<file path="config.mk">
export PLATFORM = sky130hd
export DESIGN_NAME = fetch_unit
export DESIGN_NICKNAME = d
export VERILOG_FILES = /design/src/hw/common.sv /design/src/hw/fetch_unit.sv
export SDC_FILE = /design/constraint.sdc
export NUM_CORES = 1
export LEC_CHECK = 0
export ABC_AREA = 1
export BUFFER_PORTS_ARGS = -buffer_cell sky130_fd_sc_hd__buf_2
export CAP_MARGIN = 20
export CORE_MARGIN = 8
export CORE_UTILIZATION = 35
export DETAILED_ROUTE_END_ITERATION = 10
export GPL_TIMING_DRIVEN = 0
export PLACE_DENSITY_LB_ADDON = 0.1
export REMOVE_ABC_BUFFERS = 1
export SLEW_MARGIN = 20
export SYNTH_ARGS = -nofsm -noshare
export SYNTH_HDL_FRONTEND = slang
export SYNTH_SLANG_ARGS = --single-unit
</file>
<file path="constraint.sdc">
create_clock -name clk_i -period 5.6 [get_ports clk_i]
set_input_delay 1.4 -clock clk_i [delete_from_list [all_inputs] [get_ports clk_i]]
set_output_delay 1.4 -clock clk_i [all_outputs]
set_load 0.02 [all_outputs]
</file>
<file path="src/bios.hex">
// boot image, one 32-bit word per line, words 0 to 63
43FD8100
47F98504
4BF58908
4FF18D0C
53ED9110
57E99514
5BE59918
5FE19D1C
63DDA120
67D9A524
6BD5A928
6FD1AD2C
73CDB130
77C9B534
7BC5B938
7FC1BD3C
83BDC140
87B9C544
8BB5C948
8FB1CD4C
93ADD150
97A9D554
9BA5D958
9FA1DD5C
A39DE160
A799E564
AB95E968
AF91ED6C
B38DF170
B789F574
BB85F978
BF81FD7C
C37D0180
C7790584
CB750988
CF710D8C
D36D1190
D7691594
DB651998
DF611D9C
E35D21A0
E75925A4
EB5529A8
EF512DAC
F34D31B0
F74935B4
FB4539B8
FF413DBC
033D41C0
073945C4
0B3549C8
0F314DCC
132D51D0
172955D4
1B2559D8
1F215DDC
231D61E0
271965E4
2B1569E8
2F116DEC
330D71F0
370975F4
3B0579F8
3F017DFC

</file>
<file path="src/hw/common.sv">
`default_nettype none

package common;

    // basic data and address word
    typedef logic [31:0] word_t;

    // boot memory geometry
    localparam int ROM_WORDS = 1024;
    localparam int ROM_INDEX_BITS = 10;
    localparam word_t BOOT_ADDR = 32'h0000_0000;
    localparam string ROM_IMAGE = "/design/src/bios.hex";

    // load opcodes, encoded as the funct3 field of a load
    typedef enum logic [2:0] {
        LB  = 3'b000,
        LH  = 3'b001,
        LW  = 3'b010,
        LBU = 3'b100,
        LHU = 3'b101
    } load_op_e;

    typedef struct packed {
        logic     valid;
        load_op_e op;
        word_t    addr;
    } load_req_t;

    typedef struct packed {
        logic  valid;
        logic  misaligned;
        logic  out_of_range;
        word_t data;
    } load_rsp_t;

    typedef struct packed {
        logic  valid;
        word_t pc;
        word_t instr;
    } fetch_t;

endpackage

`default_nettype wire

</file>
<file path="src/hw/fetch_unit.sv">
`default_nettype none

module fetch_unit
    import common::*;
    (
        input  wire logic   clk_i,
        input  wire logic   rst_i,

        // control from the core
        input  wire logic   fetch_en_i,
        input  wire logic   redirect_i,
        input  wire word_t  redirect_addr_i,

        // rom port a
        output wire word_t  rom_addr_o,
        output wire logic   rom_enable_o,
        input  wire word_t  rom_data_i,

        // instruction stream
        output fetch_t      fetch_o
    );

    word_t pc_r;
    word_t issue_addr;

    // fetch in flight, paired with the rom word one cycle later
    logic  inflight_valid_r;
    word_t inflight_pc_r;

    // redirect target is forced to a word boundary
    assign issue_addr = redirect_i ? {redirect_addr_i[31:2], 2'b00} : pc_r;

    assign rom_addr_o   = issue_addr;
    assign rom_enable_o = fetch_en_i;

    // pc and redirect both frozen while stalled
    always_ff @(posedge clk_i) begin
        if (rst_i) begin
            pc_r <= BOOT_ADDR;
        end else if (fetch_en_i) begin
            pc_r <= issue_addr + 32'd4;
        end
    end

    always_ff @(posedge clk_i) begin
        if (rst_i) begin
            inflight_valid_r <= 1'b0;
        end else begin
            inflight_valid_r <= fetch_en_i;
        end
    end

    always_ff @(posedge clk_i) begin
        if (fetch_en_i) begin
            inflight_pc_r <= issue_addr;
        end
    end

    // rom output holds the word for the last issued address
    always_comb begin
        fetch_o.valid = inflight_valid_r;
        fetch_o.pc    = inflight_pc_r;
        fetch_o.instr = rom_data_i;
    end

endmodule

`default_nettype wire

</file>
==> flow_summary.json <==
{
  "grt.met3_usage": 0.0801,
  "clock_tree_from_tritoncts": "built",
  "grt_setup_unrepaired": "false",
  "timing.final.setup_violations": 0,
  "diode_count": 0,
  "crit_path_max_fanout": 39,
  "clkSinkCount": 65,
  "synth_area_leaders": "sky130_fd_sc_hd__edfxtp_1, sky130_fd_sc_hd__dfxtp_1, sky130_fd_sc_hd__nand2_1",
  "wirelength_um": 11700,
  "finish.net_count": 651,
  "finalWorstPathRequiredPeriod_ns": 4.80,
  "average_instance_area_after_synthesis_um2": 7.53,
  "max-clock-path-buffers": 2,
  "clock_tree.root_cell": "sky130_fd_sc_hd__clkbuf_8",
  "worstSetupPathType": "in -> out",
  "outcome": "finished, final reports clean",
  "grt_first_pass_wirelength_um": 18000,
  "dpl-instance-area_um2": 4230,
  "synth_sequential_area_ratio": 0.414,
  "power.density_cell_area_nw_per_um2": 255,
  "routed_via_count": 3295,
  "globalRouteTotalUtil": 0.159,
  "clock_latency_ns": 0.34,
  "sequential_cell_area_um2": 1620,
  "tritoncts.num_buffers": 9,
  "final_antenna_net_count": 0,
  "postCtsSetupBuffers": 0,
  "cts_resized": 0,
  "syn2layout_area_growth_pct": 11.9,
  "maximum_capacitance_violations": 0,
  "ir_drop_uv": 96.0,
  "antenna_violations_before_repair": 0,
  "synthesis.instances": 521,
  "crit_path_start_kind": "input pin",
  "ys_seq_elements": 65,
  "grt_busiest_layer": "met2",
  "post-dp-hpwl_um": 8620,
  "post_route_cells_drive_above_1_share": 0.294,
  "x_dimension_of_the_die_um": 122,
  "fmax_ghz": 0.208,
  "final_layout_setup_total_negative_slack_ns": 0,
  "fin_skew_ns": 0.00975,
  "postLayoutCellArea_um2": 4390,
  "number_of_warnings_issued_by_yosys": 0,
  "ys_async_sr_fraction": 0,
  "io_buffer_count": 99,
  "core-area_um2": 10900,
  "grt_start_max_net_pins": 58,
  "netlist_area_um2": 3920,
  "tightestPinTransition_ns": 0.906,
  "netlist.area_leader.share": 0.245,
  "ff_to_ff_end": "pc_r[28]",
  "multi_input_comb_area_um2": 1700,
  "filler_cell_count": 1161,
  "r2r_cells": 12,
  "fin_crit_sh": 0.858,
  "worstPathRequired_ns": 4.20,
  "grt.met1_usage": 0.204,
  "drt_first_iter_violations": 154,
  "cts.htree.levels": 3,
  "chipHeight_um": 122,
  "top_level_ports": 166,
  "clk_pin_slew_ns": 0.07,
  "timing.max_slew.rel_slack": 0.396,
  "fp.dieArea_um2": 14800,
  "synth.lib_cells_used.distinct": 30,
  "post-layout-total-power_mw": 1.12,
  "worstSetupStartpoint": "redirect_i",
  "num_rows": 38,
  "start_util": 0.360,
  "leakagePower_nw": 2.09,
  "yosysMostFrequentCell": "sky130_fd_sc_hd__nand2_1",
  "regToRegStartpoint": "pc_r[3]",
  "slew_viol_final": 0,
  "first_global_vias": 3191,
  "critical_path_arrival_ns": 3.40,
  "crit_path_end_kind": "output port",
  "globalRouteOverflowTotal": 0,
  "drcViolationCount": 0,
  "drtPass1Iterations": 4,
  "hold_viol_final": 0,
  "cts.hold.buffers_added": 0,
  "use_met2": 0.225,
  "gp_routability_congestion": 0.803,
  "holdCritPathClass": "reg -> reg",
  "yosysTopAreaCell": "sky130_fd_sc_hd__edfxtp_1",
  "worst-r2r-setup-slack_ns": 3.73,
  "via_per_inst": 4.54,
  "worstSetupEndpoint": "rom_addr_o[31]",
  "synthFlopType": "sky130_fd_sc_hd__dfxtp_1",
  "wire_per_inst_um": 16.1,
  "synth_top_cells_by_count": "sky130_fd_sc_hd__nand2_1, sky130_fd_sc_hd__nor2_1, sky130_fd_sc_hd__inv_1, sky130_fd_sc_hd__buf_4, sky130_fd_sc_hd__dfxtp_1",
  "synth-edff-count": 32
}
[placed cells by master, fill, tap and decap left out, types with 3 or more instances in the layout]
master                     Yosys  layout
sky130_fd_sc_hd__a21oi_1      11      11
sky130_fd_sc_hd__buf_2         1      98
sky130_fd_sc_hd__clkbuf_8      1      10
sky130_fd_sc_hd__clkinv_2      0       3
sky130_fd_sc_hd__dfxtp_1      33      33
sky130_fd_sc_hd__edfxtp_1     32      32
sky130_fd_sc_hd__inv_1        55      55
sky130_fd_sc_hd__nand2_1     134     134
sky130_fd_sc_hd__nand2_2      31      31
sky130_fd_sc_hd__nand2_4       7       7
sky130_fd_sc_hd__nand3_1      31      31
sky130_fd_sc_hd__nor2_1       77      77
sky130_fd_sc_hd__nor2_2        8       8
sky130_fd_sc_hd__nor2_4        7       7
sky130_fd_sc_hd__o21ai_0      24      24
sky130_fd_sc_hd__xnor2_1       4       4
sky130_fd_sc_hd__xor2_1        5       5
[cells by family after synthesis]
logic type | Yosys count | synth area share
AND/OR/NAND/NOR | 300 | 0.352
buffers and inverters | 106 | 0.154
flip-flops | 65 | 0.414
AO/OA/AOI/OAI | 40 | 0.0571
XOR/XNOR | 9 | 0.0201
adder cells (fa/ha/maj) | 1 | 0.00319
[state kept, by name, summed over array words and instances, names as in the netlist]
| signal | count |
|---|---|
| pc_r | 32 |
| inflight_pc_r | 32 |
| inflight_valid_r | 1 |
[where the power goes]
| part | switching (mW) | leakage, nW | internal [mW] |
|---|---|---|---|
| sequential | 0.0105 | 0.597 | 0.535 |
| clock | 0.181 | 0.0868 | 0.165 |
| combinational | 0.157 | 1.41 | 0.0699 |
[critical path, cell delays in order]
cell	delay, ns
sky130_fd_sc_hd__buf_2	0.68
sky130_fd_sc_hd__inv_2	0.49
sky130_fd_sc_hd__or2_2	0.40
sky130_fd_sc_hd__o21ai_0	0.15
sky130_fd_sc_hd__inv_1	0.10
sky130_fd_sc_hd__buf_2	0.17
[worst min-delay path by stage]
stage | startpoint | to | slack [ns] | depth (start not counted)
floorplan | pc_r[0] | pc_r[0] | 0.42 | 2
global placement | pc_r[1] | pc_r[1] | 0.43 | 2
detailed placement | pc_r[1] | pc_r[1] | 0.44 | 2
CTS | pc_r[1] | pc_r[1] | 0.45 | 2
global route | pc_r[0] | pc_r[0] | 0.48 | 2
finish | pc_r[1] | pc_r[1] | 0.45 | 2
[cell type report]
class	count	share of cell area
Clock buffer	10	0.0314
Clock inverter	5	0.00513
Inverter	56	0.0479
Multi-Input combinational cell	350	0.387
Sequential cell	65	0.369
Tap cell	140	0.0399
Timing Repair Buffer	100	0.120
[metal layers]
metal  wire length (um)  vias to the layer above
met5                 42                        -
met4                156                        2
met3               1210                       17
met2               4840                      104
met1               5410                     1460
li1                   -                     1712
[stage by stage]
stage / instances / utilization / setup WS [ns] / hold WS, ns
global placement: 710 / 0.386 / 0.758 / 0.433
floorplan: 471 / - / 2.10 / 0.422
finish: 726 / 0.403 / 0.797 / 0.446
CTS: 726 / 0.403 / 0.711 / 0.451
detailed placement: 711 / 0.388 / 0.725 / 0.440
global route: 726 / 0.403 / 0.539 / 0.483
Note: power is estimated with default switching activity, not from simulation.
