### src/bios.hex
// boot image, one 32-bit word per line, words 0 to 63
43FD8100
47F98504
4BF58908
4FF18D0C
53ED9110
57E99514
5BE59918
5FE19D1C
63DDA120
67D9A524
6BD5A928
6FD1AD2C
73CDB130
77C9B534
7BC5B938
7FC1BD3C
83BDC140
87B9C544
8BB5C948
8FB1CD4C
93ADD150
97A9D554
9BA5D958
9FA1DD5C
A39DE160
A799E564
AB95E968
AF91ED6C
B38DF170
B789F574
BB85F978
BF81FD7C
C37D0180
C7790584
CB750988
CF710D8C
D36D1190
D7691594
DB651998
DF611D9C
E35D21A0
E75925A4
EB5529A8
EF512DAC
F34D31B0
F74935B4
FB4539B8
FF413DBC
033D41C0
073945C4
0B3549C8
0F314DCC
132D51D0
172955D4
1B2559D8
1F215DDC
231D61E0
271965E4
2B1569E8
2F116DEC
330D71F0
370975F4
3B0579F8
3F017DFC

### src/hw/common.sv
`default_nettype none

package common;

    // basic data and address word
    typedef logic [31:0] word_t;

    // boot memory geometry
    localparam int ROM_WORDS = 1024;
    localparam int ROM_INDEX_BITS = 10;
    localparam word_t BOOT_ADDR = 32'h0000_0000;
    localparam string ROM_IMAGE = "/design/src/bios.hex";

    // load opcodes, encoded as the funct3 field of a load
    typedef enum logic [2:0] {
        LB  = 3'b000,
        LH  = 3'b001,
        LW  = 3'b010,
        LBU = 3'b100,
        LHU = 3'b101
    } load_op_e;

    typedef struct packed {
        logic     valid;
        load_op_e op;
        word_t    addr;
    } load_req_t;

    typedef struct packed {
        logic  valid;
        logic  misaligned;
        logic  out_of_range;
        word_t data;
    } load_rsp_t;

    typedef struct packed {
        logic  valid;
        word_t pc;
        word_t instr;
    } fetch_t;

endpackage

`default_nettype wire

### src/hw/load_unit.sv
`default_nettype none

module load_unit
    import common::*;
    (
        input  wire logic      clk_i,
        input  wire logic      rst_i,

        // load request from the core
        input  wire load_req_t load_req_i,

        // rom port b
        output wire word_t     rom_addr_o,
        output wire logic      rom_enable_o,
        input  wire word_t     rom_data_i,

        // load response, one cycle after the request
        output load_rsp_t      load_rsp_o
    );

    logic in_range;
    logic misaligned;

    // state of the request in flight
    logic     rsp_valid_r;
    logic     misaligned_r;
    logic     out_of_range_r;
    load_op_e op_r;
    logic [1:0] lane_r;

    logic [7:0]  byte_sel;
    logic [15:0] half_sel;
    word_t       load_data;

    // rom covers the low 4 KiB only
    assign in_range = (load_req_i.addr[31:12] == 20'h0);

    always_comb begin
        case (load_req_i.op)
            LH, LHU: misaligned = load_req_i.addr[0];
            LW:      misaligned = |load_req_i.addr[1:0];
            default: misaligned = 1'b0;
        endcase
    end

    // out of range requests never touch the rom
    assign rom_addr_o   = load_req_i.addr;
    assign rom_enable_o = load_req_i.valid & in_range;

    always_ff @(posedge clk_i) begin
        if (rst_i) begin
            rsp_valid_r    <= 1'b0;
            misaligned_r   <= 1'b0;
            out_of_range_r <= 1'b0;
        end else begin
            rsp_valid_r <= load_req_i.valid;
            if (load_req_i.valid) begin
                misaligned_r   <= misaligned;
                out_of_range_r <= ~in_range;
            end
        end
    end

    always_ff @(posedge clk_i) begin
        if (load_req_i.valid) begin
            op_r   <= load_req_i.op;
            lane_r <= load_req_i.addr[1:0];
        end
    end

    // byte lane and halfword pick from the returned word
    always_comb begin
        case (lane_r)
            2'd0:    byte_sel = rom_data_i[7:0];
            2'd1:    byte_sel = rom_data_i[15:8];
            2'd2:    byte_sel = rom_data_i[23:16];
            default: byte_sel = rom_data_i[31:24];
        endcase
        half_sel = lane_r[1] ? rom_data_i[31:16] : rom_data_i[15:0];
    end

    always_comb begin
        case (op_r)
            LB:      load_data = {{24{byte_sel[7]}}, byte_sel};
            LBU:     load_data = {24'h0, byte_sel};
            LH:      load_data = {{16{half_sel[15]}}, half_sel};
            LHU:     load_data = {16'h0, half_sel};
            LW:      load_data = rom_data_i;
            default: load_data = '0;
        endcase
    end

    // any fault zeroes the data
    always_comb begin
        load_rsp_o.valid        = rsp_valid_r;
        load_rsp_o.misaligned   = misaligned_r;
        load_rsp_o.out_of_range = out_of_range_r;
        if (misaligned_r || out_of_range_r) begin
            load_rsp_o.data = '0;
        end else begin
            load_rsp_o.data = load_data;
        end
    end

endmodule

`default_nettype wire

### config.mk
export PLATFORM = sky130hd
export DESIGN_NAME = load_unit
export DESIGN_NICKNAME = d
export VERILOG_FILES = /design/src/hw/common.sv /design/src/hw/load_unit.sv
export SDC_FILE = /design/constraint.sdc
export NUM_CORES = 1
export LEC_CHECK = 0
export BUFFER_PORTS_ARGS = -buffer_cell sky130_fd_sc_hd__buf_2
export CAP_MARGIN = 15
export CORE_MARGIN = 2
export CORE_UTILIZATION = 42
export CTS_BUF_LIST = sky130_fd_sc_hd__clkbuf_2 sky130_fd_sc_hd__clkbuf_4 sky130_fd_sc_hd__clkbuf_8
export DETAILED_ROUTE_END_ITERATION = 10
export PLACE_DENSITY = 0.95
export SETUP_SLACK_MARGIN = 0.5
export SLEW_MARGIN = 30
export SYNTH_ARGS = -nofsm -noshare
export SYNTH_HDL_FRONTEND = slang
export SYNTH_SLANG_ARGS = --single-unit
### constraint.sdc
create_clock -name clk_i -period 4.3 [get_ports clk_i]
set_input_delay 0.86 -clock clk_i [delete_from_list [all_inputs] [get_ports clk_i]]
set_output_delay 0.86 -clock clk_i [all_outputs]
set_load 0.03 [all_outputs]
==> results of run 1 <==
-- layer usage --
layer / track usage (%) / part of all wire, % / routed length, um
met5: 0 / 0 / 0
met4: 7.45 / 0.72 / 34
met3: 3.52 / 9.7 / 459
met2: 43.1 / 52 / 2460
met1: 24.7 / 38 / 1790
-- synthesized netlist by cell type, drive strengths merged --
master | count | area [sq um]
o31a | 1 | 8.76
nor2b | 1 | 6.26
a311oi | 1 | 8.76
or3 | 1 | 6.26
edfxtp | 5 | 150
and2b | 1 | 7.51
nor3 | 4 | 20.0
or3b | 1 | 8.76
a222oi | 1 | 10.0
a2111o | 1 | 11.3
mux4 | 1 | 22.5
buf | 39 | 302
o22a | 7 | 61.3
mux2 | 18 | 206
mux2i | 14 | 140
nor3b | 3 | 22.5
nor2 | 4 | 15.0
nand3b | 2 | 15.0
clkbuf | 11 | 41.3
nor4 | 4 | 25.0
a22oi | 17 | 128
o21ai | 2 | 10.0
nand2 | 20 | 75.1
a21oi | 32 | 160
dfxtp | 3 | 60.1
-- worst max-delay path: cells and delay by family, from the launching register on --
| family | cells | cell delay, ns |
|---|---|---|
| AOI/OAI and AO/OA | 2 | 0.43 |
| muxes | 1 | 0.43 |
| buffers and inverters | 2 | 0.49 |
| DFF | 1 | 0.87 |
-- cell type report --
type / instances / area (sq um)
multi-input cells: 136 / 973
flip-flops and latches: 8 / 210
clock buffers: 4 / 30.0
well taps: 46 / 57.6
repair buffers: 120 / 608
fillers: 344 / 1540
-- power by group through the flow --
| stage | clock network (uW) | registers, uW | logic (uW) |
|---|---|---|---|
| 2_1_floorplan | 0 | 92.8 | 206 |
| 3_3_place_gp | 0 | 99.6 | 243 |
| 3_5_place_dp | 0 | 100 | 248 |
| 4_1_cts | 68.3 | 98.5 | 248 |
| 5_1_grt | 72.8 | 100 | 267 |
| 6_report | 66.2 | 98.5 | 248 |
-- kinds of logic after synthesis --
group                  Yosys count  share of synthesized area, %
AOI/OAI and AO/OA               62                          26.2
buffers and inverters           50                          22.5
and+or+nand+nor                 41                          13.2
muxes                           33                          24.3
DFF                              8                          13.8
-- worst paths after layout --
check          startpoint             end  cells past startpoint
min          misaligned_r    misaligned_r                      2
min reg2reg  misaligned_r    misaligned_r                      2
max reg2reg  misaligned_r    misaligned_r                      2
max             lane_r[1]  load_rsp_o[29]                      5
-- flip-flops by register name, summed over array words and instances, names as in the netlist --
signal,flops
lane_r,2
out_of_range_r,1
misaligned_r,1
rsp_valid_r,1
op_r,3
-- stage by stage --
step                      std cells  area [sq um]  worst slack (ns)  total power, uW
after floorplan                 194          1520              1.24              298
after global placement          310          1850              1.33              343
after detailed placement        310          1850              1.26              348
after CTS                       314          1880             0.980              415
after global routing            314          1880             0.784              440
final                           314          1880             0.983              413
==> flow_metrics.tcl, run 1 <==
set metrics [dict create \
    status "finished, final reports clean" \
    ant_nets 0 \
    power.leakage_uw 0.000911 \
    initial_core_util_pct 44.5 \
    drv_cap 0 \
    synth_cell_type_count 28 \
    port_buffers 117 \
    dr_total_vias 1801 \
    routed_wl_um 4750 \
    required_ns 3.44 \
    cts_htree_levels 1 \
    post_cts_buffers 0 \
    setup_violations 0 \
    track_usage_pct 22.4 \
    startpoint_type "flop" \
    rows 21 \
    slowest_stage "edfxtp_1" \
    dieArea_sq_um 4120 \
    core_sq_um 3420 \
    skew_ns 0 \
    ys_seq_area_share_pct 13.8 \
    worstSkewPairLatency_ns 0.24 \
    first_pass_iters 5 \
    min_path_type "flop to flop" \
    insertedDiodeCount 0 \
    clock_sink_count 8 \
    cts-root-buf "clkbuf_4" \
    grt_first_pass_wirelength_um 7450 \
    finalCritPeriodShare_pct 77.1 \
    final_hold_viol_count 0 \
    syn_nets 264 \
    synth_seq_cells 8 \
    grt-ovfl-total 0 \
    postLayoutCoreUtil_pct 55.0 \
    cp-end-kind "primary output" \
    postCtsHoldBufs 0 \
    cp_cell_sequence "mux2_2 > a222oi_1 > buf_4 > a21oi_1 > buf_2" \
    cts.clk_slew.worst_paths_ns 0.05 \
    period_needed_ns 3.32 \
    dpl.hpwl_um 3670 \
    place_congestion 0.825 \
    first_global_vias 1677 \
    mostFrequentLayoutCells "117 x buf_2, 32 x a21oi_1, 20 x nand2_1" \
    cts_resized 0 \
    critical_path_class "flop to primary output" \
    p_comb_share_pct 60.1 \
    clkPwrFrac_pct 16.0 \
    slew_viol_final 0 \
    rsz0062_at_grt "no" \
    drt-vias-per-instance 5.74 \
    tns_ns 0 \
    hold-worst-slack_ns 0.538 \
    cts_tree "built" \
    area_delta_synth_final_pct 23.5 \
    crit_arrival_ns 2.46 \
    yosysWarnings 0 \
    ios 138 \
    nNetsFinal 339 \
    fmax_ghz 0.301 \
    antenna_found_initial 0 \
    drtIter0Drc 117 \
    final_common_cell "buf_2" \
    grt_start_max_net_pins 22 \
    p_per_area_nw_per_um2 220 \
    die_w_um 64.2 \
    post_synth.cell_area_avg_sq_um 7.84 \
    crit_path_max_fanout 21 \
    relSlewSlack_pct 46.2 \
    drcViolationCount 0 \
    r2r_setup_slack_ns 3.54 \
    tightest_slew_ns 0.807 \
    intPower_uw 223 \
    cts-buffers-inserted 3 \
    layout-drive-gt1-share_pct 54.1 \
    syn_area_sq_um 1520 \
    power.switching_uw 190 \
    swShare_pct 46.1 \
    pwr-share-seq_pct 23.8 \
    cp_slowest_stage_delay_ns 0.87 \
    synth_cells 194 \
    vdd_drop_max_uv 162 \
    cts.path.max_buffers 2 \
    wire_per_inst_um 15.1 \
    fp.dieH_um 64.2 \
]
No activity file was read; power rests on OpenSTA's default activity.
==> inputs of run 2 (changes only) <==
--- a/config.mk
+++ b/config.mk
@@ -8,10 +8,10 @@
 export BUFFER_PORTS_ARGS = -buffer_cell sky130_fd_sc_hd__buf_2
 export CAP_MARGIN = 15
 export CORE_MARGIN = 2
-export CORE_UTILIZATION = 42
+export CORE_UTILIZATION = 39
 export CTS_BUF_LIST = sky130_fd_sc_hd__clkbuf_2 sky130_fd_sc_hd__clkbuf_4 sky130_fd_sc_hd__clkbuf_8
 export DETAILED_ROUTE_END_ITERATION = 10
-export PLACE_DENSITY = 0.95
+export PLACE_DENSITY = 0.9
 export SETUP_SLACK_MARGIN = 0.5
 export SLEW_MARGIN = 30
 export SYNTH_ARGS = -nofsm -noshare
==> constraint.sdc (replaced) <==
create_clock -name clk_i -period 3.29 [get_ports clk_i]
set_input_delay 0.658 -clock clk_i [delete_from_list [all_inputs] [get_ports clk_i]]
set_output_delay 0.658 -clock clk_i [all_outputs]
set_load 0.03 [all_outputs]
==> run 2 against run 1 <==
Against the previous run:
- clock skew unchanged
- worst setup slack got worse by 0.44 ns
- die area increased by 7.2%
- critical path type unchanged
- register-to-register slack got worse by 1.0 ns
- wire length increased by 4.3%
- hold slack got worse by 0.011 ns
- core utilization decreased by 1.3 points
- critical path depth increased by 2
- critical endpoint is now load_rsp_o[25]
- sequential power increased by 25%
- global-route usage decreased by 3.1 points
==> flow_metrics.tcl, run 2 (synthesis gave the netlist of run 1 again) <==
set metrics [dict create \
    status "finished, final reports clean" \
    mostFrequentLayoutCells "117 x buf_2, 32 x a21oi_1, 20 x nand2_1" \
    slew_viol_final 0 \
    final_hold_viol_count 0 \
    r2r_setup_slack_ns 2.53 \
    hold_path_end "misaligned_r" \
    cts.path.max_buffers 2 \
    nNetsFinal 350 \
    finalCritPeriodShare_pct 83.6 \
    relSlewSlack_pct 62.8 \
    period_needed_ns 2.75 \
    min_path_type "flop to flop" \
    grt-ovfl-total 0 \
    ant_nets 0 \
    top_register "op_r" \
    crit_family "buffers and inverters" \
    track_usage_pct 19.3 \
    die_w_um 66.5 \
    largest_reg_flops 3 \
    cts_htree_levels 1 \
    hp-start "misaligned_r" \
    rsz0062_at_grt "yes" \
    clock_sink_count 8 \
    cts_tree "built" \
    drcViolationCount 0 \
    place_congestion 0.837 \
    area_delta_synth_final_pct 31.2 \
    cts.clk_slew.worst_paths_ns 0.04 \
    cp.buffers_inverters 4 \
    insertedDiodeCount 0 \
    drtIter0Drc 150 \
    grt_start_max_net_pins 33 \
    drv_cap 0 \
    cp_cell_sequence "buf_4 > mux2_4 > a222oi_1 > buf_4 > buf_4 > a21oi_1 > buf_2" \
    first_global_vias 1491 \
    layout-drive-gt1-share_pct 55.9 \
    final_common_cell "buf_2" \
    skew_ns 0 \
    antenna_found_initial 0 \
    first_pass_iters 7 \
    rows 22 \
    initial_core_util_pct 40.9 \
    power.leakage_uw 0.000976 \
    cts-root-buf "clkbuf_8" \
    hold-worst-slack_ns 0.526 \
    ios 138 \
    worstSkewPairLatency_ns 0.22 \
    required_ns 2.63 \
    grt_first_pass_wirelength_um 6610 \
    hold_depth 2 \
    r2r_cells 2 \
    reg_top3 "op_r (3), lane_r (2)" \
    core_sq_um 3720 \
    postCtsHoldBufs 0 \
    fp.dieH_um 66.5 \
    setup_violations 0 \
    tightest_slew_ns 0.556 \
    dieArea_sq_um 4420 \
    crit_path_max_fanout 8 \
    cts-buffers-inserted 3 \
    dpl.hpwl_um 3680 \
    cp-end-kind "primary output" \
    reg2reg_from "misaligned_r" \
    slowest_stage "edfxtp_1" \
    startpoint_type "flop" \
    critical_path_class "flop to primary output" \
    p_per_area_nw_per_um2 303 \
    vdd_drop_max_uv 196 \
    port_buffers 117 \
    fmax_ghz 0.363 \
    critPathMostFrequentCell "buf_4" \
    dr_total_vias 1846 \
    postLayoutCoreUtil_pct 53.7 \
    regToRegEndpoint "misaligned_r" \
    cp_slowest_stage_delay_ns 0.43 \
    routed_wl_um 4950 \
    tns_ns 0 \
    wire_per_inst_um 15.1 \
    drt-vias-per-instance 5.65 \
    crit_arrival_ns 2.09 \
]
[run 2: changes by cell type in the layout (fill, tap and decap cells not counted), sizes merged]
cell,previous run,this run
buf,120,130
clkbuf,4,5
[run 2: where the power goes]
group	switching (uW)	total (uW)	leakage (uW)	internal [uW]
clock network	36.1	128	0.0000262	92.0
logic	216	354	0.000876	138
registers	7.67	123	0.0000739	115
[run 2: final cells by class]
class	count	area, sq um
Sequential cell	8	210
Timing Repair Buffer	131	703
Tap cell	48	60.1
Clock buffer	4	48.8
Fill cell	349	1720
Multi-Input combinational cell	136	973
[run 2: worst max-delay path by stage]
stage,from,end,slack (ns),cells past startpoint
floorplan,rom_data_i[7],load_rsp_o[20],0.63,4
global placement,rom_data_i[7],load_rsp_o[31],0.71,6
detailed placement,lane_r[1],load_rsp_o[24],0.64,5
CTS,lane_r[0],load_rsp_o[24],0.54,6
global route,lane_r[0],load_rsp_o[31],0.46,7
finish,lane_r[0],load_rsp_o[25],0.54,7
[run 2: timing repair]
item | in CTS | in global routing
setup buffers | 4 | 4
cloned | 0 | 1
pin swaps | 0 | 1
resized for setup | 1 | 5
setup endpoints to repair | 16 | 16
[run 2: metal layers]
layer | GRT usage [%] | routed length [um] | vias to the layer above
li1 | - | - | 861
met1 | 21.1 | 1760 | 839
met2 | 38.1 | 2540 | 136
met3 | 2.53 | 554 | 10
met4 | 5.36 | 100 | 0
met5 | 0 | 0 | -
[run 2: worst min-delay path, stage by stage, from the launching register on]
cell	delay, ns
dfxtp_1	0.33
nor2_1	0.09
a311oi_1	0.05
[run 2: per-stage QoR]
stage | setup slack [ns] | total power (uW) | cell area (sq um) | cells
finish | 0.538 | 605 | 2000 | 327
global route | 0.461 | 641 | 2000 | 327
floorplan | 0.634 | 390 | 1520 | 194
global placement | 0.711 | 448 | 1870 | 314
CTS | 0.543 | 594 | 1950 | 322
detailed placement | 0.639 | 456 | 1870 | 314
